**config.mk**
```make
export PLATFORM = sky130hd
export DESIGN_NAME = adder_unit
export DESIGN_NICKNAME = d
export VERILOG_FILES = /design/src/rtl/backend_pkg.sv /design/src/rtl/adder_unit.sv
export SDC_FILE = /design/constraint.sdc
export NUM_CORES = 1
export LEC_CHECK = 0
export BUFFER_PORTS_ARGS = -buffer_cell sky130_fd_sc_hd__buf_2
export CAP_MARGIN = 20
export CORE_UTILIZATION = 49
export DETAILED_ROUTE_END_ITERATION = 10
export GPL_TIMING_DRIVEN = 0
export PLACE_DENSITY = 0.81
export SLEW_MARGIN = 20
export SYNTH_ARGS = -nofsm -noshare
export SYNTH_HDL_FRONTEND = slang
export SYNTH_SLANG_ARGS = --single-unit
export TNS_END_PERCENT = 20
```
**constraint.sdc**
```tcl
create_clock -name CLK -period 3 [get_ports CLK]
set_input_delay 0.6 -clock CLK [delete_from_list [all_inputs] [get_ports CLK]]
set_output_delay 0.6 -clock CLK [all_outputs]
set_load 0.02 [all_outputs]
```
**src/rtl/backend_pkg.sv**
```systemverilog
package backend_pkg;

	localparam int XLEN      = 64;
	localparam int AREG_AW   = 5;
	localparam int ROB_DEPTH = 8;
	localparam int ROB_AW    = 3;
	localparam int ISSUE_DP  = 4;

	// add/sub go to the adder lane, the rest to logic/compare
	typedef enum logic [2:0] {
		OP_ADD  = 3'd0,
		OP_SUB  = 3'd1,
		OP_AND  = 3'd2,
		OP_OR   = 3'd3,
		OP_XOR  = 3'd4,
		OP_SLT  = 3'd5,
		OP_SLTU = 3'd6
	} op_e;

	// word popped from the instruction fifo
	typedef struct packed {
		op_e                op;
		logic [AREG_AW-1:0] rd;
		logic [AREG_AW-1:0] rs1;
		logic [AREG_AW-1:0] rs2;
		logic               use_imm;
		logic [15:0]        imm;
	} micro_instr_t;

	// issue fifo entry, operands already resolved
	typedef struct packed {
		op_e               op;
		logic [ROB_AW-1:0] tag;
		logic [XLEN-1:0]   src1;
		logic [XLEN-1:0]   src2;
	} exe_param_t;

	typedef struct packed {
		logic              valid;
		logic [ROB_AW-1:0] tag;
		logic [XLEN-1:0]   result;
	} wb_t;

	typedef struct packed {
		logic [ROB_AW-1:0]  tag;
		logic [AREG_AW-1:0] rd;
	} rob_alloc_t;

	typedef struct packed {
		logic [AREG_AW-1:0] rd;
		logic [XLEN-1:0]    data;
	} commit_t;

endpackage

```
**src/rtl/adder_unit.sv**
```systemverilog
`timescale 1ns/1ns

module adder_unit import backend_pkg::*; (
	input  logic       CLK,
	input  logic       i_rst_n,
	input  logic       i_empty,
	input  exe_param_t i_param,
	output logic       o_pop,
	output wb_t        o_wb
);

	logic              wb_valid;
	logic [ROB_AW-1:0] wb_tag;
	logic [XLEN-1:0]   wb_res;

	// always ready, take the head as soon as it shows up
	assign o_pop = !i_empty;

	always_ff @(posedge CLK or negedge i_rst_n) begin
		if (!i_rst_n) begin
			wb_valid <= 1'b0;
		end else begin
			wb_valid <= o_pop;
		end
	end

	always_ff @(posedge CLK) begin
		if (o_pop) begin
			wb_tag <= i_param.tag;
			wb_res <= (i_param.op == OP_SUB) ? i_param.src1 - i_param.src2
				: i_param.src1 + i_param.src2;
		end
	end

	assign o_wb = '{valid: wb_valid, tag: wb_tag, result: wb_res};

	a_add_op: assert property (@(posedge CLK) disable iff (!i_rst_n)
		o_pop |-> (i_param.op inside {OP_ADD, OP_SUB}));

endmodule

```
==> results.md <==
- Area Overhead vs Synth: 40.7%
- Pwr dens: 478 nW/um2
- CP max FO: 4
- Drt wl/cell: 19.2 um
- Status: finished with violations
- Number of flops mapped to enable cells by yosys: 67
- P_leak: 4.27 nW
- First-pass DRT Iterations: 5
- Initial antenna violation count: 7
- Most common cell after layout, fill and taps aside: buf_2
- Total power draw: 4.79 mW
- Worst setup SP type: input pin
- Final std cells w/o fill: 1296
- CTS Hold Bufs: 0
- Critical path data required time: 3090 ps
- Share of post-route cells with drive strength above 1: 39.0%
- Post-layout util: 71.3%
- Failing checks: negative setup slack
- # setup viols final: 54
- Starting Density: 50.7%
- Die height: 123 um
- Fin. max-slew vios: 0
- Drt drc: 0
- DP HPWL: 18000 um
- Max frequency: 198 MHz
- Synth warnings: 0
- Distinct cells, synth: 68
- Sequential share of the synthesized area: 28.6%
- Total CTS buffers: 9
- Remaining antenna violation count: 0
- RSZ-0062 raised after global routing: yes
- Worst-margin pin slew: 906 ps
- Routed vias: 7983
- Clock Sinks: 68
- CTS tree: built
- Cells after DPL: 1225
- Drt initial violations: 705
- Clock transition at the registers of the reported paths: 60 ps
- Most frequent cells in the layout: buf_2, a21oi_1, nor2_1
- Full die area: 15000 um2
- Max-cap viol count: 0
- Global-route wire length before repair: 35300 um
- Maximum root-to-sink buffer count: 2
- Rel. slew slack: 39.0%
- Final Wtd Congestion: 0.969
- Peak VDD IR: 0.000240 V
- Worst setup margin: -2040 ps
- Die X: 123 um
- Vias in the first global route: 7026
- WS Path Type: in2reg
- Buffers on Ports: 205
- Gate Count Post-Synth: 839
- Hold Violations, Final: 0
- Setup crit end kind: flop
- Worst Hold Class: in2async
- Asr flop ratio synth: 1.47%
- Setup TNS: -58560 ps
- Mapped cell area: 7120 um2
- Root Buffer Master: clkbuf_16
- Routed wire length: 24800 um
- Syn avg cell area: 8.48 um2
- Final Cycle Share: 168%
- Arrival @ worst endpoint: 5130 ps
- Core Area: 14000 um2
- Ports: 206
- Global Route Usage Sum: 31.0%
- Synth Register Bits: 68
- Layout net count: 1306
- Largest net degree at the start of global routing: 44
- Gr ovfl total: 0
- Predominant post-synthesis flop cell: edfxtp_1
- Via density: 6.16
- Tmin final: 5040 ps
- Cell Rows: 43
- H-tree depth: 3
- Post-synth net total: 1041
==> worst max-delay path, cell delays in order <==
cell and delay [ps]:
buf_6 100, or4_4 530, or3_4 350, or4_4 520
buf_4 160, or4_4 480, o21ai_2 160, nand2_2 110
xnor2_2 180, ha_4 300, nand3_1 120, or4b_4 580
o31ai_4 300, nand3_4 150, o41ai_4 380, xor2_1 120
==> Yosys cell counts (3+ instances only) <==
library cell / number / area [um2]
a21oi_1: 92 / 460
nor2_1: 76 / 285
edfxtp_1: 67 / 2010
nand2_1: 65 / 244
xnor2_1: 65 / 569
ha_1: 64 / 801
o21ai_0: 63 / 315
xor2_1: 58 / 508
clkbuf_1: 34 / 128
nand4_1: 28 / 175
a21o_1: 24 / 180
inv_1: 20 / 75.1
nor3_1: 16 / 80.1
o31ai_1: 15 / 113
o21bai_1: 13 / 97.6
nand3_1: 12 / 60.1
nor4_1: 12 / 75.1
nand2b_1: 11 / 68.8
a31oi_1: 8 / 50.1
or3_1: 7 / 43.8
o41ai_1: 6 / 52.6
nor2b_1: 5 / 31.3
o21a_1: 5 / 37.5
and3_1: 4 / 25.0
a221oi_1: 3 / 26.3
buf_1: 3 / 11.3
nand4b_1: 3 / 26.3
or4_1: 3 / 22.5
or4_4: 3 / 33.8
==> registers in the layout, summed over array words and instances, names as in the netlist <==
register	flops
wb_res	64
wb_valid	1
wb_tag	3
==> worst max path at each step <==
stage / from / end / slack (ps) / cells past startpoint
6_report: i_param[31] / wb_res[60] / -2040 / 16
4_1_cts: i_param[30] / wb_res[62] / -1980 / 18
5_1_grt: i_param[31] / wb_res[60] / -2120 / 16
3_5_place_dp: i_param[5] / wb_res[60] / -2880 / 18
3_3_place_gp: i_param[5] / wb_res[60] / -2820 / 18
2_1_floorplan: i_param[31] / wb_res[62] / -1890 / 17
==> logic make-up (layout without fill, tap and decap cells) <==
| group | count (synthesis) | count (layout) | share of synthesized area, % |
|---|---|---|---|
| compound gates | 261 | 261 | 22.8 |
| simple gates | 259 | 259 | 18.2 |
| xor+xnor | 124 | 124 | 15.4 |
| flops | 68 | 68 | 28.6 |
| fa+ha+maj | 65 | 65 | 11.5 |
| buf+inv | 60 | 330 | 3.25 |
| mux | 2 | 2 | 0.281 |
| other cells | 0 | 7 | 0 |
==> metrics by stage <==
step           area (um2)  setup WS (ps)  hold WS [ps]
2_1_floorplan        7200          -1890           304
3_3_place_gp         8450          -2820           374
3_5_place_dp         8470          -2880           380
4_1_cts              9350          -1980          12.9
5_1_grt             10000          -2120          6.61
6_report            10000          -2040          14.9
==> routing by layer <==
metal	global-route usage (%)	vias up	part of all wire, %
met2	47.7	516	45
met4	14.6	2	5.0
met3	7.90	112	10
li1	-	3664	-
met5	0	-	0.044
met1	40.6	3689	39
==> power by group <==
group | internal, mW | leakage, nW | switching, mW
Clock | 0.643 | 0.134 | 0.432
Sequential | 1.31 | 0.667 | 0.0434
Combinational | 0.935 | 3.47 | 1.42
Total | 2.89 | 4.27 | 1.90
==> what timing repair did <==
action                                  4_1_cts  5_1_grt
gates resized for setup                      82      121
endpoints found under the setup margin       58       58
pin swaps                                    53       73
setup buffers                                40       24
==> layout make-up <==
type	count	area, um2
repair buffers	270	1570
fillers	1024	4030
clock inverters	4	50.0
flip-flops and latches	68	2040
plain buffers	24	131
inverters	20	80.1
well taps	180	225
diodes	7	17.5
clock buffers	12	236
multi-input cells	711	5670
Note: power is estimated with default switching activity, not from simulation.
