**src/rtl/backend_pkg.sv**
```systemverilog
package backend_pkg;

	localparam int XLEN      = 64;
	localparam int AREG_AW   = 5;
	localparam int ROB_DEPTH = 8;
	localparam int ROB_AW    = 3;
	localparam int ISSUE_DP  = 4;

	// add/sub go to the adder lane, the rest to logic/compare
	typedef enum logic [2:0] {
		OP_ADD  = 3'd0,
		OP_SUB  = 3'd1,
		OP_AND  = 3'd2,
		OP_OR   = 3'd3,
		OP_XOR  = 3'd4,
		OP_SLT  = 3'd5,
		OP_SLTU = 3'd6
	} op_e;

	// word popped from the instruction fifo
	typedef struct packed {
		op_e                op;
		logic [AREG_AW-1:0] rd;
		logic [AREG_AW-1:0] rs1;
		logic [AREG_AW-1:0] rs2;
		logic               use_imm;
		logic [15:0]        imm;
	} micro_instr_t;

	// issue fifo entry, operands already resolved
	typedef struct packed {
		op_e               op;
		logic [ROB_AW-1:0] tag;
		logic [XLEN-1:0]   src1;
		logic [XLEN-1:0]   src2;
	} exe_param_t;

	typedef struct packed {
		logic              valid;
		logic [ROB_AW-1:0] tag;
		logic [XLEN-1:0]   result;
	} wb_t;

	typedef struct packed {
		logic [ROB_AW-1:0]  tag;
		logic [AREG_AW-1:0] rd;
	} rob_alloc_t;

	typedef struct packed {
		logic [AREG_AW-1:0] rd;
		logic [XLEN-1:0]    data;
	} commit_t;

endpackage

```
**src/rtl/issue_fifo.sv**
```systemverilog
`timescale 1ns/1ns

module issue_fifo import backend_pkg::*; #(
	parameter int DP = ISSUE_DP
) (
	input  logic       CLK,
	input  logic       i_rst_n,
	input  logic       i_push,
	input  exe_param_t i_data,
	input  logic       i_pop,
	output exe_param_t o_data,
	output logic       o_full,
	output logic       o_empty
);

	exe_param_t             mem [DP];
	logic [$clog2(DP)-1:0]  wr_ptr;
	logic [$clog2(DP)-1:0]  rd_ptr;
	logic [$clog2(DP):0]    count;

	assign o_data  = mem[rd_ptr];
	assign o_full  = (count == ($clog2(DP)+1)'(DP));
	assign o_empty = (count == '0);

	always_ff @(posedge CLK or negedge i_rst_n) begin
		if (!i_rst_n) begin
			wr_ptr <= '0;
			rd_ptr <= '0;
			count  <= '0;
		end else begin
			if (i_push) begin
				wr_ptr <= (wr_ptr == DP-1) ? '0 : wr_ptr + 1'b1;
			end
			if (i_pop) begin
				rd_ptr <= (rd_ptr == DP-1) ? '0 : rd_ptr + 1'b1;
			end
			count <= count + ($clog2(DP)+1)'(i_push) - ($clog2(DP)+1)'(i_pop);
		end
	end

	always_ff @(posedge CLK) begin
		if (i_push) begin
			mem[wr_ptr] <= i_data;
		end
	end

	a_no_pop_empty: assert property (@(posedge CLK) disable iff (!i_rst_n) i_pop |-> !o_empty);
	a_no_push_full: assert property (@(posedge CLK) disable iff (!i_rst_n) i_push |-> !o_full);

endmodule

```
**config.mk**
```make
export PLATFORM = sky130hd
export DESIGN_NAME = issue_fifo
export DESIGN_NICKNAME = d
export VERILOG_FILES = /design/src/rtl/backend_pkg.sv /design/src/rtl/issue_fifo.sv
export SDC_FILE = /design/constraint.sdc
export NUM_CORES = 1
export LEC_CHECK = 0
export BUFFER_PORTS_ARGS = -buffer_cell sky130_fd_sc_hd__buf_2
export CORE_MARGIN = 10
export CORE_UTILIZATION = 25
export DETAILED_ROUTE_END_ITERATION = 10
export PLACE_DENSITY = 0.44
export SYNTH_ARGS = -nofsm -noshare
export SYNTH_HDL_FRONTEND = slang
export SYNTH_SLANG_ARGS = --single-unit
```
**constraint.sdc**
```tcl
create_clock -name CLK -period 5.3 [get_ports CLK]
set_input_delay 0 -clock CLK [delete_from_list [all_inputs] [get_ports CLK]]
set_output_delay 0 -clock CLK [all_outputs]
set_load 0.01 [all_outputs]
```
==> results.py <==
metrics = {
    "worst_setup_path": {
        "cp-endpoint": "o_data[110]",
        "crit_buf_inv": 2,
        "cp.depth": 3,
        "reg2regPathDepth": 4,
        "cp_cell_sequence": "buf_4, mux4_2, buf_2",
        "cp-start-kind": "register",
        "path_delay_family": "flip-flops",
        "r2r_slack_ns": 3.04,
        "endpoint_kind": "output port",
        "path_class": "reg2out",
        "crit_slowest_cell": "dfrtp_4",
        "r2r-start": "wr_ptr[0]",
        "worstPathArrival_ns": 3.01,
        "reg2reg_to": "mem[2][106]",
        "cpPeakStageDelay_ns": 0.97,
        "crit_start": "rd_ptr[1]",
        "cp.required_ns": 5.30,
        "crit_fanout": 51,
    },
    "clocking": {
        "post_cts_buffers": 0,
        "cts_buffers": 59,
        "htreeDepth": 2,
        "cts_buffer_depth": 3,
        "cts_tree": "yes",
        "clk_pin_slew_ns": 0.06,
        "cts_root_buf": "clkbuf_16",
        "worstSkewPairLatency_ns": 0.60,
        "cts.sinks": 543,
    },
    "timing": {
        "hold_viol_final": 0,
        "fin_tns_setup_ns": 0,
        "setup_violations": 0,
        "fin_worst_skew_ns": 0.00763,
        "post-route-period-util": 0.568,
        "relSlewSlack": 0.442,
        "max_freq_ghz": 0.332,
        "drv_slew": 0,
        "fin_hold_ws_ns": 0.156,
        "worst_slew_pin_slew_ns": 0.838,
        "period_needed_ns": 3.01,
        "rsz0062_at_grt": "no",
    },
    "layout": {
        "area_growth_pct": 30.0,
        "regArea_um2": 16300,
        "fillers": 7467,
        "drive_above_1_share": 0.414,
        "fin_area_um2": 25600,
        "final_nets": 1337,
        "antenna_cells": 0,
        "multi_input_area_um2": 3240,
    },
    "die": {
        "ios": 274,
        "num_rows": 102,
        "coreArea_um2": 77800,
        "dieArea_um2": 90400,
        "die_h_um": 301,
        "start_util": 0.253,
        "die_w_um": 301,
    },
    "grt": {
        "grt_antenna_before_repair": 4,
        "grt_start_max_net_pins": 74,
        "grt_pass1_vias": 10700,
        "track_usage": 0.0999,
        "grt_pass1_wl_um": 68600,
        "overflow": 0,
    },
    "drt": {
        "wl_um": 45200,
        "antenna_left": 0,
        "drc": 0,
        "drt_iter0_drc": 447,
        "drtPass1Iterations": 4,
        "vias": 9285,
        "wire_per_inst_um": 19.9,
        "via_per_inst": 4.08,
    },
    "synthesis": {
        "synth.top_cell.area_share": 0.817,
        "syn_area_um2": 19700,
        "synth_cells": 736,
        "synth_seq_cells": 543,
        "ys_types": 20,
        "syn_nets": 882,
        "avgSynthCellArea_um2": 26.8,
        "yosys-top-cells-area": "edfxtp_1, mux4_2, dfrtp_1",
        "yosys_warnings": 0,
        "yosysSeqAreaShare": 0.826,
        "synth_area_leader_cell": "edfxtp_1",
    },
    "min_path": {
        "hold_path_depth": 2,
        "hold_path.class": "in2reg",
    },
    "power": {
        "p_leak_nw": 8.62,
        "peakVddDrop_mv": 0.376,
        "power.density_nw_per_um2": 522,
        "total_power_mw": 13.4,
    },
    "place": {
        "dpl-instance-area_um2": 22400,
        "port_buffers": 273,
        "gp_congestion": 0.671,
        "dpl.hpwl_um": 27000,
    },
    "run_status": {
        "status": "finished clean",
    },
    "flow_run": {
        "drv_cap": 0,
    },
}
[registers in the layout (all words and copies together), names as in the netlist]
register,flops
mem,536
count,3
rd_ptr,2
wr_ptr,2
[logic make-up after synthesis]
| family | count (synthesis) | share of synthesized area |
|---|---|---|
| flip-flops | 543 | 0.826 |
| multiplexers | 136 | 0.154 |
| buffers and inverters | 36 | 0.0104 |
| AND/OR/NAND/NOR | 9 | 0.00267 |
| adder cells (fa/ha/maj) | 8 | 0.00546 |
| AO/OA/AOI/OAI | 2 | 0.000508 |
| XOR/XNOR | 2 | 0.000889 |
[cells in the final DEF (no fill, tap or decap), types with 4 or more instances in the layout]
| cell type | instances |
|---|---|
| clkbuf_16 | 61 |
| clkbuf_1 | 16 |
| edfxtp_1 | 536 |
| dfrtp_1 | 5 |
| dlygate4sd3_1 | 138 |
| and2_4 | 4 |
| inv_1 | 6 |
| clkinv_1 | 9 |
| buf_4 | 7 |
| clkinv_2 | 12 |
| ha_1 | 7 |
| buf_12 | 6 |
| mux4_2 | 134 |
| clkinvlp_4 | 4 |
| bufinv_16 | 4 |
| buf_2 | 273 |
[how the worst min path moves through the flow]
stage                          start    endpoint  slack (ns)
final                     i_data[75]  mem[3][75]        0.16
after global routing      i_data[75]  mem[3][75]        0.12
after CTS                 i_data[26]  mem[3][26]        0.09
after detailed placement     i_rst_n    count[0]       -0.15
after global placement       i_rst_n    count[0]       -0.15
after floorplan              i_rst_n    count[0]       -0.30
[synthesized netlist by cell type]
| library cell | instances |
|---|---|
| and2_1 | 4 |
| and3_1 | 1 |
| buf_1 | 1 |
| buf_2 | 16 |
| buf_4 | 1 |
| buf_6 | 6 |
| clkbuf_1 | 6 |
| dfrtp_1 | 7 |
| edfxtp_1 | 536 |
| fa_1 | 1 |
| ha_1 | 7 |
| inv_1 | 6 |
| mux2_2 | 2 |
| mux4_2 | 134 |
| nand2_1 | 1 |
| nor2_1 | 1 |
| nor3_1 | 1 |
| o21ai_0 | 2 |
| or3b_2 | 1 |
| xnor2_1 | 2 |
[report_power, final]
part	internal (mW)	switching [mW]	leakage (nW)
clock network	2.29	1.61	0.897
logic	1.69	2.06	2.72
registers	5.50	0.224	5.00
[final cells by class]
type,count,area share
Clock buffer,77,0.0620
Clock inverter,31,0.0102
Inverter,6,0.000879
Multi-Input combinational cell,157,0.126
Sequential cell,543,0.636
Tap cell,1040,0.0508
Timing Repair Buffer,424,0.114
[through the flow]
stage               setup WS, ns  instances   util
global route                2.05       2278  0.329
CTS                         2.11       2278  0.329
finish                      2.29       2278  0.329
global placement            2.82       2032  0.287
detailed placement          2.79       2032  0.287
floorplan                   1.10        736      -
[per-layer routing]
| metal | track usage | routed length (um) | share of wire |
|---|---|---|---|
| met5 | 0 | 45 | 0.00099 |
| met4 | 0.0321 | 1040 | 0.023 |
| met3 | 0.0295 | 2850 | 0.063 |
| met2 | 0.172 | 23100 | 0.51 |
| met1 | 0.119 | 18200 | 0.40 |
[repair_timing]
item	CTS	global route
hold endpoints to repair	549	0
gates resized for setup	0	0
hold buffers	138	0
Note: power is estimated with default switching activity, not from simulation.
