===== src/rtl/backend_pkg.sv =====
package backend_pkg;

	localparam int XLEN      = 64;
	localparam int AREG_AW   = 5;
	localparam int ROB_DEPTH = 8;
	localparam int ROB_AW    = 3;
	localparam int ISSUE_DP  = 4;

	// add/sub go to the adder lane, the rest to logic/compare
	typedef enum logic [2:0] {
		OP_ADD  = 3'd0,
		OP_SUB  = 3'd1,
		OP_AND  = 3'd2,
		OP_OR   = 3'd3,
		OP_XOR  = 3'd4,
		OP_SLT  = 3'd5,
		OP_SLTU = 3'd6
	} op_e;

	// word popped from the instruction fifo
	typedef struct packed {
		op_e                op;
		logic [AREG_AW-1:0] rd;
		logic [AREG_AW-1:0] rs1;
		logic [AREG_AW-1:0] rs2;
		logic               use_imm;
		logic [15:0]        imm;
	} micro_instr_t;

	// issue fifo entry, operands already resolved
	typedef struct packed {
		op_e               op;
		logic [ROB_AW-1:0] tag;
		logic [XLEN-1:0]   src1;
		logic [XLEN-1:0]   src2;
	} exe_param_t;

	typedef struct packed {
		logic              valid;
		logic [ROB_AW-1:0] tag;
		logic [XLEN-1:0]   result;
	} wb_t;

	typedef struct packed {
		logic [ROB_AW-1:0]  tag;
		logic [AREG_AW-1:0] rd;
	} rob_alloc_t;

	typedef struct packed {
		logic [AREG_AW-1:0] rd;
		logic [XLEN-1:0]    data;
	} commit_t;

endpackage


===== src/rtl/logcmp_unit.sv =====
`timescale 1ns/1ns

module logcmp_unit import backend_pkg::*; (
	input  logic       CLK,
	input  logic       i_rst_n,
	input  logic       i_empty,
	input  exe_param_t i_param,
	output logic       o_pop,
	output wb_t        o_wb
);

	logic              s1_valid;
	op_e               s1_op;
	logic [ROB_AW-1:0] s1_tag;
	logic [XLEN-1:0]   s1_bits;
	logic              s1_lt;
	logic              s1_ltu;
	logic              wb_valid;
	logic [ROB_AW-1:0] wb_tag;
	logic [XLEN-1:0]   wb_res;

	assign o_pop = !i_empty;

	always_ff @(posedge CLK or negedge i_rst_n) begin
		if (!i_rst_n) begin
			s1_valid <= 1'b0;
			wb_valid <= 1'b0;
		end else begin
			s1_valid <= o_pop;
			wb_valid <= s1_valid;
		end
	end

	// stage 1
	always_ff @(posedge CLK) begin
		if (o_pop) begin
			s1_op  <= i_param.op;
			s1_tag <= i_param.tag;
			s1_lt  <= $signed(i_param.src1) < $signed(i_param.src2);
			s1_ltu <= i_param.src1 < i_param.src2;
			case (i_param.op)
				OP_AND:  s1_bits <= i_param.src1 & i_param.src2;
				OP_OR:   s1_bits <= i_param.src1 | i_param.src2;
				OP_XOR:  s1_bits <= i_param.src1 ^ i_param.src2;
				default: s1_bits <= '0;
			endcase
		end
	end

	// stage 2, compare flags widened to a full word
	always_ff @(posedge CLK) begin
		if (s1_valid) begin
			wb_tag <= s1_tag;
			case (s1_op)
				OP_SLT:  wb_res <= {{(XLEN-1){1'b0}}, s1_lt};
				OP_SLTU: wb_res <= {{(XLEN-1){1'b0}}, s1_ltu};
				default: wb_res <= s1_bits;
			endcase
		end
	end

	assign o_wb = '{valid: wb_valid, tag: wb_tag, result: wb_res};

endmodule


===== config.mk =====
export PLATFORM = sky130hd
export DESIGN_NAME = logcmp_unit
export DESIGN_NICKNAME = d
export VERILOG_FILES = /design/src/rtl/backend_pkg.sv /design/src/rtl/logcmp_unit.sv
export SDC_FILE = /design/constraint.sdc
export NUM_CORES = 1
export LEC_CHECK = 0
export ABC_AREA = 1
export BUFFER_PORTS_ARGS = -buffer_cell sky130_fd_sc_hd__buf_2
export CORE_ASPECT_RATIO = 2
export CORE_MARGIN = 8
export CORE_UTILIZATION = 40
export CTS_BUF_LIST = sky130_fd_sc_hd__clkbuf_4 sky130_fd_sc_hd__clkbuf_8
export DETAILED_ROUTE_END_ITERATION = 8
export PLACE_DENSITY = 0.62
export SETUP_SLACK_MARGIN = 0.3
export SYNTH_ARGS = -nofsm -noshare
export SYNTH_HDL_FRONTEND = slang
export SYNTH_SLANG_ARGS = --single-unit
export TNS_END_PERCENT = 5

===== constraint.sdc =====
create_clock -name CLK -period 3.3 [get_ports CLK]
set_input_delay 0.66 -clock CLK [delete_from_list [all_inputs] [get_ports CLK]]
set_output_delay 0.66 -clock CLK [all_outputs]
set_load 0.1 [all_outputs]

==> impl_metrics.yaml <==
clocking:
  cts_root_buffer: "clkbuf_8"
  clk_pin_slew_worst_paths_ns: 0.09
  clk_latency_ns: 0.46
  cts_tree: "built"
  cts_setup_buffers: 0
  htreeDepth: 4
  cts.sinks: 141
  cts_made_buffers: 17
  clk_path_buf_depth: 2
timing:
  maxSlewHeadroom: 0.2714
  maxSlewViolCount: 0
  hold_viol_final: 0
  period_needed_ns: 2.079
  rsz0062_at_grt: "false"
  skew_ns: 0.01238
  setup_viol: 0
  timing.fmax_ghz: 0.4809
  tns_ns: 0
  worst_slew_pin_slew_ns: 1.093
  fin_crit_sh: 0.6301
  setup_slack_ns: 1.221
synthesis:
  synth.distinct_cells: 35
  synthFlopType: "edfxtp_1"
  synth_seq_cells: 141
  synth_top_cell_by_area: "edfxtp_1"
  syn_area_per_cell_um2: 10.18
  syn_inst: 953
  seq_area_frac_synth: 0.4355
  async_flop_share: 0.01418
  synth-edff-count: 139
  synthTopCellsByCount: "inv_1 (232), ha_1 (192), edfxtp_1 (139), nor2_1 (88), nor4_1 (61)"
  syn-cell-area_mm2: 0.009699
  yosysMostFrequentCell: "inv_1"
  synth.area.top_cells: "edfxtp_1 (43%), ha_1 (25%), inv_1 (9.0%)"
  synth_nets: 1282
  yosys_warnings: 0
  netlist.area_leader.share: 0.4303
setup_path:
  start_kind: "primary input"
  critPathTopFamily: "buffers and inverters"
  timing.critical_path.required_ns: 2.64
  max_stage_delay_ns: 0.46
  critical_path.slowest_cell: "buf_2"
  cp.arrival_ns: 1.42
  cp_num_buf_inv: 3
  crit_path_end_kind: "primary output"
  r2r_end: "wb_res[3]"
  crit_chain: "buf_2 > clkinvlp_4 > buf_2"
  cp_max_fo: 2
  r2r_start: "s1_op[0]"
  critical_path_class: "in2out"
  rr_worst_depth: 5
  crit_top_cell: "buf_2"
  regToRegSetupSlack_ns: 1.53
route:
  maxUsedRoutingLayer: "met5"
  wl_met3_mm: 1.255
  routed-via-count: 7337
  drtAntennaViolNets: 0
  first_pass_iters: 4
  viasPerCell: 5.025
  wire_per_inst_um: 17.65
  wl_met2_mm: 14.74
  m1WireLength_mm: 9.066
  drc: 0
  drtIter0Drc: 364
  drt_wl_total_mm: 25.77
pwr:
  p_comb_frac: 0.294
  seq_power_share: 0.435
  p_clk_frac: 0.270
  internal_power_mw: 3.152
  fin_total_pwr_mw: 5.170
  switching_share: 0.3903
  p_sw_mw: 2.018
  p_leak_nw: 5.792
  power_density_mw_per_mm2: 452.8
  ir_drop_uv: 194.2
cells_and_area:
  utilization: 0.4794
  fill_cells: 2350
  drive_gt1_frac: 0.2266
  fin_nets: 1481
  final_cell_count_no_fill: 1460
  area_delta_synth_final_pct: 17.74
min_path:
  holdCritStartpoint: "i_param[129]"
  whs_path_depth: 1
  min_to: "s1_tag[1]"
  hold_class: "in2reg"
placement:
  post-place-ws_ns: 0.7333
  gp_congestion: 0.8052
  hpwl_mm: 19.14
  port_buffers: 205
  dp_cells: 1419
global_routing:
  grt_max_degree: 74
  antenna_found_initial: 10
  grt_overflow: 0
  grt_usage: 0.1761
  grt_pass1_wl_mm: 40.69
  grt_pass1_vias: 8075
die:
  die_h_um: 236.2
  rows: 80
  fp.dieArea_mm2: 0.02979
  fp.coreArea_mm2: 0.02382
  dieWidth_um: 126.1
  io_pins: 206
  start_util: 0.4071
job:
  drv_cap: 0
status:
  status: "finished clean"
==> flip-flops by register name (all words and copies together), names as in the netlist <==
name,cells
s1_valid,1
s1_lt,1
wb_valid,1
wb_tag,3
s1_ltu,1
s1_op,3
wb_res,64
s1_bits,64
s1_tag,3
==> metrics by stage <==
| step | hold slack [ns] | area [um^2] |
|---|---|---|
| floorplan | 0.3644 | 9703 |
| global placement | 0.4030 | 11000 |
| detailed placement | 0.4062 | 11000 |
| CTS | 0.3115 | 11400 |
| global route | 0.3249 | 11410 |
| finish | 0.3591 | 11420 |
==> routing by layer <==
layer  GRT usage  vias up
met5           0        -
met2      0.3478      171
met4     0.09174        4
li1            -     3603
met1      0.1584     3523
met3     0.04271       36
==> area by class of cell <==
class	count	area [um^2]	share of cell area
multi-input combinational	533	4365	0.3823
antenna	8	20.02	0.001753
tap	287	359.1	0.03145
clock buffer	17	234.0	0.02049
clock inverter	15	153.9	0.01348
inverter	241	908.4	0.07954
timing repair buffer	218	1151	0.1008
sequential	141	4228	0.3702
==> cell usage in the layout, fill, tap and decap left out, types with 5 or more instances in the layout <==
cell type and n:
a221o_1 51, ha_1 192, nor4_1 61, diode_2 8, nand2_1 45, o21ai_1 16, clkbuf_8 17, a21oi_1 36
inv_1 231, inv_2 6, o21bai_1 5, o21ai_0 5, inv_6 5, clkinvlp_4 6, buf_4 10, buf_2 205
edfxtp_1 139, nand3_1 6, nor2_1 88
==> power by group through the flow <==
stage / sequential (mW) / clock (mW) / combinational [mW]
6_report: 2.25 / 1.40 / 1.52
3_3_place_gp: 2.29 / 0 / 1.51
4_1_cts: 2.26 / 1.45 / 1.54
3_5_place_dp: 2.29 / 0 / 1.53
5_1_grt: 2.27 / 1.51 / 1.64
2_1_floorplan: 2.97 / 0 / 0.465
==> worst reg2reg max path, stage by stage (launching register included) <==
cell and delay, ns:
edfxtp_1 0.40, nor2_1 0.15, nor2_1 0.08, inv_2 0.54, buf_12 0.27, nor2_1 0.08
==> cells by family (layout without fill, tap and decap cells) <==
logic type / count (synthesis) / after routing / share of synthesized area
AOI/OAI and AO/OA: 120 / 120 / 0.09133
adders and majority gates: 192 / 192 / 0.2477
buffers and inverters: 279 / 491 / 0.1144
and+or+nand+nor: 221 / 221 / 0.1111
other: 0 / 8 / 0
DFF: 141 / 141 / 0.4355
==> worst max path at each step <==
stage,from,end,cells after the start
detailed placement,i_param[63],s1_lt,11
global placement,i_param[63],s1_lt,11
finish,i_empty,o_pop,3
global route,i_param[63],s1_ltu,11
floorplan,i_empty,s1_bits[0],1
CTS,i_empty,o_pop,3
==> timing repair <==
action                    4_1_cts  5_1_grt
resized for setup               0        0
hold buffers                    1        0
hold endpoints to repair        2        0
Note: power is estimated with default switching activity, not from simulation.
