<file path="config.mk">
export PLATFORM = sky130hd
export DESIGN_NAME = writeback_commit
export DESIGN_NICKNAME = d
export VERILOG_FILES = /design/src/rtl/backend_pkg.sv /design/src/rtl/writeback_commit.sv
export SDC_FILE = /design/constraint.sdc
export NUM_CORES = 2
export LEC_CHECK = 0
export BUFFER_PORTS_ARGS = -buffer_cell sky130_fd_sc_hd__buf_2
export CAP_MARGIN = 20
export CORE_MARGIN = 4
export CORE_UTILIZATION = 40
export DETAILED_ROUTE_END_ITERATION = 16
export PLACE_DENSITY = 0.64
export SETUP_SLACK_MARGIN = 0.05
export SYNTH_ARGS = -nofsm -noshare
export SYNTH_HDL_FRONTEND = slang
export SYNTH_SLANG_ARGS = --single-unit
</file>
<file path="constraint.sdc">
create_clock -name CLK -period 7.05 [get_ports CLK]
set_input_delay 0.3525 -clock CLK [delete_from_list [all_inputs] [get_ports CLK]]
set_output_delay 0.3525 -clock CLK [all_outputs]
set_load 0.02 [all_outputs]
</file>
<file path="src/rtl/backend_pkg.sv">
package backend_pkg;

	localparam int XLEN      = 64;
	localparam int AREG_AW   = 5;
	localparam int ROB_DEPTH = 8;
	localparam int ROB_AW    = 3;
	localparam int ISSUE_DP  = 4;

	// add/sub go to the adder lane, the rest to logic/compare
	typedef enum logic [2:0] {
		OP_ADD  = 3'd0,
		OP_SUB  = 3'd1,
		OP_AND  = 3'd2,
		OP_OR   = 3'd3,
		OP_XOR  = 3'd4,
		OP_SLT  = 3'd5,
		OP_SLTU = 3'd6
	} op_e;

	// word popped from the instruction fifo
	typedef struct packed {
		op_e                op;
		logic [AREG_AW-1:0] rd;
		logic [AREG_AW-1:0] rs1;
		logic [AREG_AW-1:0] rs2;
		logic               use_imm;
		logic [15:0]        imm;
	} micro_instr_t;

	// issue fifo entry, operands already resolved
	typedef struct packed {
		op_e               op;
		logic [ROB_AW-1:0] tag;
		logic [XLEN-1:0]   src1;
		logic [XLEN-1:0]   src2;
	} exe_param_t;

	typedef struct packed {
		logic              valid;
		logic [ROB_AW-1:0] tag;
		logic [XLEN-1:0]   result;
	} wb_t;

	typedef struct packed {
		logic [ROB_AW-1:0]  tag;
		logic [AREG_AW-1:0] rd;
	} rob_alloc_t;

	typedef struct packed {
		logic [AREG_AW-1:0] rd;
		logic [XLEN-1:0]    data;
	} commit_t;

endpackage

</file>
<file path="src/rtl/writeback_commit.sv">
`timescale 1ns/1ns

module writeback_commit import backend_pkg::*; (
	input  logic                  CLK,
	input  logic                  i_rst_n,
	input  logic                  i_rob_alloc_valid,
	input  rob_alloc_t            i_rob_alloc,
	input  logic [AREG_AW-1:0]    i_rs1,
	input  logic [AREG_AW-1:0]    i_rs2,
	input  wb_t                   i_add_wb,
	input  wb_t                   i_lc_wb,
	output logic                  o_rob_full,
	output logic [ROB_AW-1:0]     o_rob_tail,
	output logic [XLEN-1:0]       o_rs1_data,
	output logic [XLEN-1:0]       o_rs2_data,
	output logic [2**AREG_AW-1:0] o_busy,
	output logic                  o_commit_valid,
	output commit_t               o_commit
);

	logic [ROB_DEPTH-1:0]    rob_valid;
	logic [ROB_DEPTH-1:0]    rob_done;
	logic [AREG_AW-1:0]      rob_rd  [ROB_DEPTH];
	logic [XLEN-1:0]         rob_val [ROB_DEPTH];
	logic [ROB_AW-1:0]       head;
	logic [ROB_AW-1:0]       tail;
	logic [ROB_AW:0]         count;
	logic [XLEN-1:0]         regs [2**AREG_AW];
	logic [2**AREG_AW-1:0]   busy;
	logic [2**AREG_AW-1:0]   busy_set;
	logic [2**AREG_AW-1:0]   busy_clr;
	logic                    retire;

	assign retire     = rob_valid[head] & rob_done[head];
	assign o_rob_full = (count == (ROB_AW+1)'(ROB_DEPTH));
	assign o_rob_tail = tail;
	assign o_busy     = busy;

	// x0 is never written, so it reads zero
	assign o_rs1_data = regs[i_rs1];
	assign o_rs2_data = regs[i_rs2];

	always_comb begin
		busy_set = '0;
		busy_clr = '0;
		if (i_rob_alloc_valid && i_rob_alloc.rd != '0) begin
			busy_set[i_rob_alloc.rd] = 1'b1;
		end
		if (retire) begin
			busy_clr[rob_rd[head]] = 1'b1;
		end
	end

	always_ff @(posedge CLK or negedge i_rst_n) begin
		if (!i_rst_n) begin
			rob_valid      <= '0;
			rob_done       <= '0;
			head           <= '0;
			tail           <= '0;
			count          <= '0;
			busy           <= '0;
			o_commit_valid <= 1'b0;
		end else begin
			if (i_rob_alloc_valid) begin
				rob_valid[tail] <= 1'b1;
				rob_done[tail]  <= 1'b0;
				tail            <= tail + 1'b1;
			end
			// both lanes can land in the same cycle
			if (i_add_wb.valid) begin
				rob_done[i_add_wb.tag] <= 1'b1;
			end
			if (i_lc_wb.valid) begin
				rob_done[i_lc_wb.tag] <= 1'b1;
			end
			if (retire) begin
				rob_valid[head] <= 1'b0;
				head            <= head + 1'b1;
			end
			count          <= count + (ROB_AW+1)'(i_rob_alloc_valid) - (ROB_AW+1)'(retire);
			busy           <= (busy & ~busy_clr) | busy_set;
			o_commit_valid <= retire;
		end
	end

	always_ff @(posedge CLK) begin
		if (i_rob_alloc_valid) begin
			rob_rd[tail] <= i_rob_alloc.rd;
		end
		if (i_add_wb.valid) begin
			rob_val[i_add_wb.tag] <= i_add_wb.result;
		end
		if (i_lc_wb.valid) begin
			rob_val[i_lc_wb.tag] <= i_lc_wb.result;
		end
		if (retire) begin
			o_commit <= '{rd: rob_rd[head], data: rob_val[head]};
		end
	end

	always_ff @(posedge CLK or negedge i_rst_n) begin
		if (!i_rst_n) begin
			for (int i = 0; i < 2**AREG_AW; i++) begin
				regs[i] <= '0;
			end
		end else if (retire && rob_rd[head] != '0) begin
			regs[rob_rd[head]] <= rob_val[head];
		end
	end

	// dispatch must hand back the tag we advertised
	a_alloc_tag: assert property (@(posedge CLK) disable iff (!i_rst_n)
		i_rob_alloc_valid |-> (i_rob_alloc.tag == tail));

	a_add_wb_live: assert property (@(posedge CLK) disable iff (!i_rst_n)
		i_add_wb.valid |-> (rob_valid[i_add_wb.tag] && !rob_done[i_add_wb.tag]));

	a_lc_wb_live: assert property (@(posedge CLK) disable iff (!i_rst_n)
		i_lc_wb.valid |-> (rob_valid[i_lc_wb.tag] && !rob_done[i_lc_wb.tag]));

endmodule

</file>
==> metrics.md <==
| Metric | Value |
|---|---|
| Slew Viols, Final | 0 |
| Die area | about 0.36 sq mm |
| I/O Buffers | 387 |
| Relative slew margins | 24.5% |
| Vias | 80800 |
| CTS Buffer Depth | 4 |
| CP max stage cell | buf_4 |
| Layout net count | 8312 |
| Most used cell, CP | buf_4 |
| Vias per cell | between 6 and 7 |
| PostCTS Resize Cnt | 0 |
| Worst hold path type | input pin to asynchronous set/reset pin |
| Setup ws final | 2.61 ns |
| Seq cells post-synth | 2728 |
| Synth Flop Type | dfrtp_1 |
| # setup viols final | 0 |
| CP endpoint kind | flip-flop |
| Synth Area per Inst | 17.5 sq um |
| Commonest cells after routing, fill and taps aside | mux2_2 (2495), dfrtp_1 (2104), mux4_2 (1420), edfxtp_1 (621), buf_2 (376) |
| Measured slew at the worst slew-check pin | around 1.1 ns |
| MaxCap Viol Count | 0 |
| Area Overhead vs Synth | 12.7% |
| Final Cycle Share | 63.0% |
| Dpl hpwl | around 230 mm |
| Reg2reg setup slack | roughly 2.6 ns |
| Most common cell after layout, fill and taps aside | mux2_2 |
| Chip Height | 600 um |
| Pre-CTS setup slack | 2.30 ns |
| Critical path type | flip-flop to flip-flop |
| CTS tree | yes |
| Global-route wire length before repair | 627 mm |
| Leak | around 64 nW |
| VDD IR max | 0.294 mV |
| RePlAce Congestion | 0.756 |
| Initial DRC count | 7531 |
| Layout cells sized above 1 | 59.2% |
| Largest net degree at the start of global routing | 185 |
| Clk Latency, worst-skew pair | 0.93 ns |
| Final instance area | 0.158 sq mm |
| Period minus WS final | 4.44 ns |
| Clock root buffer | clkbuf_16 |
| Rows | 216 |
| Sequential fraction of the synthesis area | 51.0% |
| RSZ-0062 raised after global routing | false |
| F_max | 225 MHz |
| Post-route clock skew | 0.0655 ns |
| Worst R2R End | regs[216] |
| Routed wire length | approximately 430 mm |
| Mapped Nets | 8159 |
| Async SR Flop Fraction | 77.2% |
| Reg-to-Reg Start | head[0] |
| Finished Layout Cells | 13000 |
| Die width | about 600 um |
| Worst Reg-to-Reg Cells | 5 |
| CP Data Required Time | roughly 7.8 ns |
| Status | finished clean |
| CP peak stage delay | 0.88 ns |
| Unique masters post-synth | 50 |
| Total track usage | 23.9% |
| Max FO, Critical Path | 46 |
| Final hold violation count | 0 |
| Initial antenna violation count | 67 |
| Placed Area | 0.145 sq mm |
| Fill cell total of the finished layout | 29500 |
| EDFF count, synth | around 620 |
| Core area | 0.347 sq mm |
| Crit path DAT | 5.22 ns |
| Pwr Density | 446 mW/mm^2 |
| Mapped Area | 0.140 sq mm |
| Core Util, Final | 45.5% |
| CTS buffer count | 304 |
| Ys Warns | 0 |
| Final hold slack | 0.0104 ns |
| DP Cell Count | 12200 |
| DRC viols | 0 |
| H-tree depth | 5 |
| Drt wl/cell | 33.3 um |
| Crit-path cells | buf_4 -> buf_4 -> mux4_2 -> mux2_2 -> mux2_1 |
| Mapped Cells | between 7000 and 8000 |
| GRT overflow | 0 |
| Detail Route Antenna Nets | 0 |
| Vias in the first global route | 87200 |
| # IOs | 391 |
| Worst-path clk slew | 0.06 ns |
| Total negative slack | 0 ns |
| Initial Util | about two fifths |
| CTS Sinks | 2728 |
| Tot Pwr | 70.4 mW |
| Pre-antenna DRT Iters | 5 |
| Critical Path Start Type | flip-flop |
layout make-up:
type                       instances  area, sq um  area share, %
timing repair buffer             726         5890           3.73
tap                             4578         5730           3.63
clock buffer                     420         8580           5.43
inverter                          45          174          0.110
clock inverter                   129         1700           1.08
antenna                           34         85.1         0.0539
sequential                      2728        71400           45.2
multi-input combinational       4342        64300           40.7
state kept, by name, summed over array words and instances (netlist names):
name	count
rob_valid	8
rob_val	512
rob_done	8
rob_rd	40
o_commit_valid	1
head	3
o_busy	32
o_rob_tail	3
o_commit	69
regs	2048
count	4
worst max-delay path: cells and delay by family (launching register included):
family / cells / cell delay [ns]
buf+inv: 2 / 1.75
mux: 3 / 1.65
flops: 1 / 0.74
kinds of logic (layout without fill, tap and decap cells):
family,after synthesis,count (layout),synth area share [%]
AO/OA/AOI/OAI,69,69,0.320
XOR/XNOR,6,6,0.0375
adder cells (fa/ha/maj),8,8,0.0768
buffers and inverters,924,1320,3.38
flip-flops,2728,2728,51.0
multiplexers,4114,4114,44.5
other,0,34,0
AND/OR/NAND/NOR,145,145,0.698
worst max path at each step:
stage | start | to | slack (ns)
after floorplan | i_add_wb[64] | rob_val[6][0] | 1.39
after global placement | head[2] | regs[349] | 2.42
after detailed placement | head[2] | regs[301] | 2.30
after CTS | head[2] | regs[304] | 2.26
after global routing | head[0] | regs[301] | 2.26
final | head[0] | regs[216] | 2.61
synth_stat cells, drive strengths merged, types with 2 or more instances:
cell / instances / area (sq um)
buf: 363 / 2620
mux4: 1420 / 32000
o22ai: 12 / 75.1
nor2: 14 / 52.6
nor3b: 4 / 30.0
xnor2: 4 / 35.0
mux2i: 4 / 65.1
nand4b: 3 / 26.3
a31oi: 5 / 31.3
mux2: 2690 / 30300
nor3: 7 / 35.0
clkbuf: 516 / 1940
o32ai: 4 / 35.0
o21ai: 30 / 158
inv: 45 / 169
edfxtp: 621 / 18600
and3b: 3 / 26.3
o21a: 2 / 15.0
nor4: 31 / 363
dfrtp: 2107 / 52700
nand2: 31 / 144
a21o: 2 / 15.0
nand4: 2 / 12.5
a21oi: 2 / 10.0
ha: 7 / 87.6
nand3: 20 / 100
or2: 2 / 12.5
o21bai: 4 / 30.0
o32a: 4 / 40.0
and2: 4 / 25.0
and3: 3 / 18.8
nor2b: 6 / 37.5
xor2: 2 / 17.5
nand2b: 15 / 93.8
power by group:
part / total [mW] / internal, mW / switching (mW)
Clock: 16.4 / 9.59 / 6.85
Sequential: 27.6 / 22.9 / 4.70
Combinational: 26.4 / 13.3 / 13.1
Total: 70.4 / 45.7 / 24.7
per-layer routing:
layer  share of wire [%]  wire [um]  vias to the layer above  global-route usage [%]
met3                 6.8      29500                      791                    4.42
li1                    -          -                    31900                       -
met2                  48     209000                     3044                    38.9
met4                 3.9      17100                       44                    8.40
met1                  41     178000                    45000                    32.3
met5               0.067        290                        -                       0
timing repair:
action / CTS / global route
hold buffers: 199 / 0
setup buffers: 0 / 0
endpoints found under the setup margin: 0 / 0
hold endpoints to repair: 679 / 0
No activity file was read; power rests on OpenSTA's default activity.
