--- src/rtl/backend_pkg.sv ---
package backend_pkg;

	localparam int XLEN      = 64;
	localparam int AREG_AW   = 5;
	localparam int ROB_DEPTH = 8;
	localparam int ROB_AW    = 3;
	localparam int ISSUE_DP  = 4;

	// add/sub go to the adder lane, the rest to logic/compare
	typedef enum logic [2:0] {
		OP_ADD  = 3'd0,
		OP_SUB  = 3'd1,
		OP_AND  = 3'd2,
		OP_OR   = 3'd3,
		OP_XOR  = 3'd4,
		OP_SLT  = 3'd5,
		OP_SLTU = 3'd6
	} op_e;

	// word popped from the instruction fifo
	typedef struct packed {
		op_e                op;
		logic [AREG_AW-1:0] rd;
		logic [AREG_AW-1:0] rs1;
		logic [AREG_AW-1:0] rs2;
		logic               use_imm;
		logic [15:0]        imm;
	} micro_instr_t;

	// issue fifo entry, operands already resolved
	typedef struct packed {
		op_e               op;
		logic [ROB_AW-1:0] tag;
		logic [XLEN-1:0]   src1;
		logic [XLEN-1:0]   src2;
	} exe_param_t;

	typedef struct packed {
		logic              valid;
		logic [ROB_AW-1:0] tag;
		logic [XLEN-1:0]   result;
	} wb_t;

	typedef struct packed {
		logic [ROB_AW-1:0]  tag;
		logic [AREG_AW-1:0] rd;
	} rob_alloc_t;

	typedef struct packed {
		logic [AREG_AW-1:0] rd;
		logic [XLEN-1:0]    data;
	} commit_t;

endpackage

--- src/rtl/dispatch.sv ---
`timescale 1ns/1ns

module dispatch import backend_pkg::*; (
	input  logic                    CLK,
	input  logic                    i_rst_n,
	input  micro_instr_t            i_instr,
	input  logic                    i_instr_empty,
	input  logic                    i_add_full,
	input  logic                    i_lc_full,
	input  logic                    i_rob_full,
	input  logic [ROB_AW-1:0]       i_rob_tail,
	input  logic [2**AREG_AW-1:0]   i_busy,
	input  logic [XLEN-1:0]         i_rs1_data,
	input  logic [XLEN-1:0]         i_rs2_data,
	output logic                    o_instr_pop,
	output logic                    o_add_push,
	output logic                    o_lc_push,
	output exe_param_t              o_exe_param,
	output logic                    o_rob_alloc_valid,
	output rob_alloc_t              o_rob_alloc,
	output logic [AREG_AW-1:0]      o_rs1,
	output logic [AREG_AW-1:0]      o_rs2
);

	logic            add_sel;
	logic            lane_full;
	logic            hazard;
	logic            fire;
	logic [XLEN-1:0] src2;

	assign add_sel   = (i_instr.op == OP_ADD) || (i_instr.op == OP_SUB);
	assign lane_full = add_sel ? i_add_full : i_lc_full;

	// RAW on used sources, WAW on rd
	assign hazard = i_busy[i_instr.rs1] |
		(!i_instr.use_imm & i_busy[i_instr.rs2]) |
		i_busy[i_instr.rd];

	assign fire = !i_instr_empty && !i_rob_full && !lane_full && !hazard;

	assign o_rs1 = i_instr.rs1;
	assign o_rs2 = i_instr.rs2;

	// imm is sign extended to the full word
	assign src2 = i_instr.use_imm ? {{(XLEN-16){i_instr.imm[15]}}, i_instr.imm} : i_rs2_data;

	assign o_instr_pop       = fire;
	assign o_rob_alloc_valid = fire;
	assign o_add_push        = fire & add_sel;
	assign o_lc_push         = fire & !add_sel;

	assign o_exe_param = '{op: i_instr.op, tag: i_rob_tail, src1: i_rs1_data, src2: src2};
	assign o_rob_alloc = '{tag: i_rob_tail, rd: i_instr.rd};

	// an undefined opcode would silently land in the logic/compare lane
	a_legal_op: assert property (@(posedge CLK) disable iff (!i_rst_n)
		o_instr_pop |-> (i_instr.op inside
			{OP_ADD, OP_SUB, OP_AND, OP_OR, OP_XOR, OP_SLT, OP_SLTU}));

endmodule

--- config.mk ---
export PLATFORM = sky130hd
export DESIGN_NAME = dispatch
export DESIGN_NICKNAME = d
export VERILOG_FILES = /design/src/rtl/backend_pkg.sv /design/src/rtl/dispatch.sv
export SDC_FILE = /design/constraint.sdc
export NUM_CORES = 1
export LEC_CHECK = 0
export BUFFER_PORTS_ARGS = -buffer_cell sky130_fd_sc_hd__buf_2
export CAP_MARGIN = 10
export CORE_AREA = 2 2 139 141
export DETAILED_ROUTE_END_ITERATION = 16
export DIE_AREA = 0 0 141 143
export GPL_ROUTABILITY_DRIVEN = 0
export SETUP_SLACK_MARGIN = 0.1
export SYNTH_ARGS = -nofsm -noshare
export SYNTH_HDL_FRONTEND = slang
export SYNTH_SLANG_ARGS = --single-unit
--- constraint.sdc ---
create_clock -name vclk -period 3.6
set_input_delay 0.72 -clock vclk [all_inputs]
set_output_delay 0.72 -clock vclk [all_outputs]
set_load 0.005 [all_outputs]
==> results.sh, run 1 <==
export IMPL_placed_cell_area_mm2=0.00293
export IMPL_holdBufCountCts=0
export IMPL_ant_nets=0
export IMPL_p_leak_nw=1.63
export IMPL_fp_row_count=50
export IMPL_setup_violations=0
export IMPL_min_delay_path_class="in -> out"
export IMPL_vias=2451
export IMPL_overflow=0
export IMPL_synth_nets=506
export IMPL_wirelength_mm=9.11
export IMPL_io_buffer_count=219
export IMPL_core_mm2=0.0186
export IMPL_tightest_slew_ns=0.475
export IMPL_rsz0062_at_grt="yes"
export IMPL_cp_buffers_inverters=2
export IMPL_hold_viol=0
export IMPL_nets=625
export IMPL_layout_min_cycle_time_ns=3.41
export IMPL_synth_warning_count=0
export IMPL_grt_usage_pct=7.55
export IMPL_syn_inst=302
export IMPL_fillers=2142
export IMPL_crit_chain="buf_6, mux4_1, mux4_2, a2111oi_4, nand4_2, nor3_2, buf_2"
export IMPL_slew_viol_final=0
export IMPL_yosysTopAreaCellShare_pct=29.7
export IMPL_synthTopCellsByArea="buf_4 30%, mux4_2 13%, o21ai_0 11%"
export IMPL_path_delay_family="multiplexers"
export IMPL_post_cts_buffers=0
export IMPL_post_synth_top_area_cell="buf_4"
export IMPL_critPathKind="in -> out"
export IMPL_pwr_density_cell_mw_per_mm2=114
export IMPL_fp_dieH_um=143
export IMPL_synthesis_area_mm2=0.00225
export IMPL_syn_avg_cell_area_um2=7.44
export IMPL_fin_area_mm2=0.00293
export IMPL_synth_common_cells="89 x buf_4, 54 x inv_1, 51 x o21ai_0"
export IMPL_dieArea_mm2=0.0202
export IMPL_first_pass_iters=4
export IMPL_fmax_ghz=0.294
export IMPL_drc=0
export IMPL_drive_gt1_share_pct=63.2
export IMPL_design_power_total_uw=335
export IMPL_seq_area_frac_synth_pct=0
export IMPL_seqCellArea_um2=0
export IMPL_ir_drop_mv=0.0340
export IMPL_slew_limit_headroom_pct=68.2
export IMPL_antenna_found_initial=0
export IMPL_status="finished, final reports clean"
export IMPL_nClkBuffers=0
export IMPL_grt_pass1_wl_mm=11.9
export IMPL_area_delta_synth_final_pct=30.4
export IMPL_critPathMaxFanout=6
export IMPL_holdWs_ns=1.44
export IMPL_max_cap_viol_count=0
export IMPL_cpPeakStageDelay_ns=0.54
export IMPL_fp_dieW_um=141
export IMPL_num_io_pins=360
export IMPL_wire_per_inst_um=13.9
export IMPL_ys_types=32
export IMPL_grt_pass1_vias=2167
export IMPL_final_core_util_pct=15.8
export IMPL_cp_end_kind="primary output"
export IMPL_vias_per_cell=3.75
export IMPL_grt_max_degree=36
export IMPL_crit_arrival_ns=2.69
export IMPL_dp_hpwl_mm=8.19
export IMPL_finalCritPeriodShare_pct=94.6
export IMPL_start_kind="input pin"
export IMPL_n_antenna_cell=0
export IMPL_drt_initial_drc_count=60
export IMPL_synth_most_common_cell="buf_4"
export IMPL_slowest_stage="mux4_1"
export IMPL_seq_cell_count=0
export IMPL_initial_core_util_pct=12.1
export IMPL_required_ns=2.88
-- layout make-up --
type,instances,area [um2],area share (%)
well taps,234,293,10.0
multi-input cells,140,1290,43.9
inverters,54,203,6.92
repair buffers,225,1150,39.2
-- final timing paths --
check	start	slack, ns	cells after the start	end
max	i_instr[22]	0.19	7	o_add_push
min	i_rs1_data[36]	1.44	0	o_exe_param[100]
-- cells by family (layout without fill, tap and decap cells) --
| kind of cell | Yosys count | after routing | share of synthesized area (%) |
|---|---|---|---|
| muxes | 54 | 54 | 34.6 |
| AOI/OAI and AO/OA | 67 | 67 | 18.1 |
| and+or+nand+nor | 19 | 19 | 4.96 |
| buffers and inverters | 162 | 279 | 42.4 |
-- cells in the final DEF, fill, tap and decap left out, types with 2 or more instances in the layout --
cell	Yosys	layout
nand2b_1	2	2
buf_2	2	218
mux2_2	20	20
nand3_1	2	2
a22oi_1	4	4
o21ai_0	51	51
inv_1	54	54
nand2_1	4	4
mux4_2	13	15
nor2_1	4	4
buf_4	89	6
mux2i_1	18	18
a22o_1	2	2
o2111ai_1	2	2
nor2b_1	2	2
-- per-stage QoR --
stage	cells	worst slack [ns]	TNS (ns)
after global routing	653	0.0536	0
after CTS	653	0.103	0
after floorplan	302	0.318	0
after detailed placement	653	-0.0294	-0.0382
after global placement	653	0.00846	0
final	653	0.194	0
-- where the power goes --
group	internal (mW)	total [mW]	switching, mW
sequential	0	0	0
combinational	0.179	0.335	0.157
clock	0	0	0
total	0.179	0.335	0.157
-- routing by layer --
| layer | share of wire, % | vias to the layer above | track usage, % |
|---|---|---|---|
| met2 | 50 | 177 | 14.1 |
| met4 | 1.9 | 0 | 1.58 |
| li1 | - | 1163 | - |
| met3 | 10 | 20 | 1.95 |
| met5 | 0 | - | 0 |
| met1 | 38 | 1091 | 8.67 |
-- timing repair --
item	CTS	global route
gates resized for setup	2	2
pin swaps	2	2
setup endpoints to repair	4	4
Note: power is estimated with default switching activity, not from simulation.
==> inputs of run 2 (changes only) <==
--- a/config.mk
+++ b/config.mk
@@ -11,6 +11,7 @@
 export DETAILED_ROUTE_END_ITERATION = 16
 export DIE_AREA = 0 0 141 143
 export GPL_ROUTABILITY_DRIVEN = 0
+export PLACE_DENSITY_LB_ADDON = 0.05
 export SETUP_SLACK_MARGIN = 0.1
 export SYNTH_ARGS = -nofsm -noshare
 export SYNTH_HDL_FRONTEND = slang
==> results.sh, run 2 (same netlist as run 1, synthesis figures left out) <==
export IMPL_status="finished, final reports clean"
export IMPL_max_cap_viol_count=0
export IMPL_n_antenna_cell=0
export IMPL_ant_nets=0
export IMPL_wire_per_inst_um=16.7
export IMPL_placed_cell_area_mm2=0.00294
export IMPL_slew_limit_headroom_pct=70.4
export IMPL_critPathMaxFanout=6
export IMPL_vias=2418
export IMPL_whs_path_depth=0
export IMPL_grt_max_degree=43
export IMPL_grt_pass1_vias=2394
export IMPL_tightest_slew_ns=0.444
export IMPL_vias_per_cell=3.70
export IMPL_fp_dieH_um=143
export IMPL_p_clk_share_pct=0
export IMPL_multiInputGateArea_mm2=0.00128
export IMPL_ir_drop_mv=0.0352
export IMPL_fin_ws_ns=0.226
export IMPL_drt_initial_drc_count=67
export IMPL_io_buffer_count=219
export IMPL_holdBufCountCts=0
export IMPL_initial_core_util_pct=12.1
export IMPL_grt_usage_pct=9.57
export IMPL_finalCritPeriodShare_pct=93.7
export IMPL_pwr_share_comb_pct=100.0
export IMPL_seqCellArea_um2=0
export IMPL_critPathKind="in -> out"
export IMPL_dieArea_mm2=0.0202
export IMPL_slew_viol_final=0
export IMPL_path_delay_family="multiplexers"
export IMPL_cp_buffers_inverters=2
export IMPL_cpMostUsedCell="mux4_2"
export IMPL_drc=0
export IMPL_layout_min_cycle_time_ns=3.37
export IMPL_place_ws_ns=-0.0261
export IMPL_fp_row_count=50
export IMPL_core_mm2=0.0186
export IMPL_final_common_cell="buf_2"
export IMPL_seqPwrFrac_pct=0
export IMPL_drive_gt1_share_pct=63.6
export IMPL_wirelength_mm=10.9
export IMPL_p_sw_uw=164
export IMPL_min_delay_path_class="in -> out"
export IMPL_min_delay_start="i_rs1_data[40]"
export IMPL_final_cell_mix="218 x buf_2, 54 x inv_1, 51 x o21ai_0"
export IMPL_rsz0062_at_grt="yes"
export IMPL_antenna_found_initial=1
export IMPL_dp_hpwl_mm=9.54
export IMPL_holdWs_ns=1.44
export IMPL_startpoint="i_instr[22]"
export IMPL_start_kind="input pin"
export IMPL_fp_dieW_um=141
export IMPL_num_io_pins=360
export IMPL_area_delta_synth_final_pct=31.0
export IMPL_seq_cell_count=0
export IMPL_final_core_util_pct=15.8
export IMPL_required_ns=2.88
export IMPL_cp_end_kind="primary output"
export IMPL_slowest_stage="mux4_2"
export IMPL_grt_pass1_wl_mm=14.9
export IMPL_post_cts_buffers=0
export IMPL_hold_viol=0
export IMPL_fin_area_mm2=0.00294
export IMPL_first_pass_iters=4
export IMPL_overflow=0
export IMPL_pwr_density_cell_mw_per_mm2=117
export IMPL_min_to="o_exe_param[104]"
export IMPL_p_leak_nw=1.64
export IMPL_crit_chain="buf_12, mux4_2, mux4_2, a2111oi_4, nand4_2, nor3_2, buf_2"
export IMPL_intPower_uw=181
export IMPL_fmax_ghz=0.296
export IMPL_nets=626
export IMPL_crit_arrival_ns=2.65
export IMPL_setup_violations=0
export IMPL_nClkBuffers=0
export IMPL_switching_share_pct=47.6
export IMPL_fillers=2171
export IMPL_cpPeakStageDelay_ns=0.55
[run 2: changes by cell type in the layout (fill, tap and decap cells not counted), sizes merged]
cell and change:
buf +1
[run 2: metrics by stage]
stage	total power [mW]	cells	TNS [ns]
floorplan	0.231	302	0
global placement	0.354	654	0
detailed placement	0.349	654	-0.0373
CTS	0.352	654	0
global route	0.382	654	0
finish	0.345	654	0
[run 2: routing by layer]
layer,global-route usage [%],part of all wire (%),vias up
li1,-,-,1169
met1,11.0,38,1064
met2,18.2,52,173
met3,2.55,8.8,10
met4,1.21,1.3,2
met5,0,0.10,-
[run 2: worst max path at each step]
stage / to / slack (ns) / depth (start not counted)
floorplan: o_rob_alloc_valid / 0.32 / 7
global placement: o_add_push / 0.005 / 7
detailed placement: o_add_push / -0.03 / 7
CTS: o_add_push / 0.11 / 7
global route: o_add_push / 0.09 / 7
finish: o_add_push / 0.23 / 7
[run 2: what timing repair did]
item	in CTS	in global routing
gates resized for setup	4	3
pin swaps	2	1
setup endpoints to repair	4	4
[run 2: cell type report]
cell class,instances,area share [%]
inverter,54,6.89
timing repair buffer,226,39.6
multi-input combinational,140,43.6
tap,234,9.95
[run 2: power by group through the flow]
stage               registers (mW)  logic (mW)  clock network [mW]
CTS                              0       0.352                   0
global route                     0       0.382                   0
floorplan                        0       0.231                   0
detailed placement               0       0.349                   0
global placement                 0       0.354                   0
finish                           0       0.345                   0
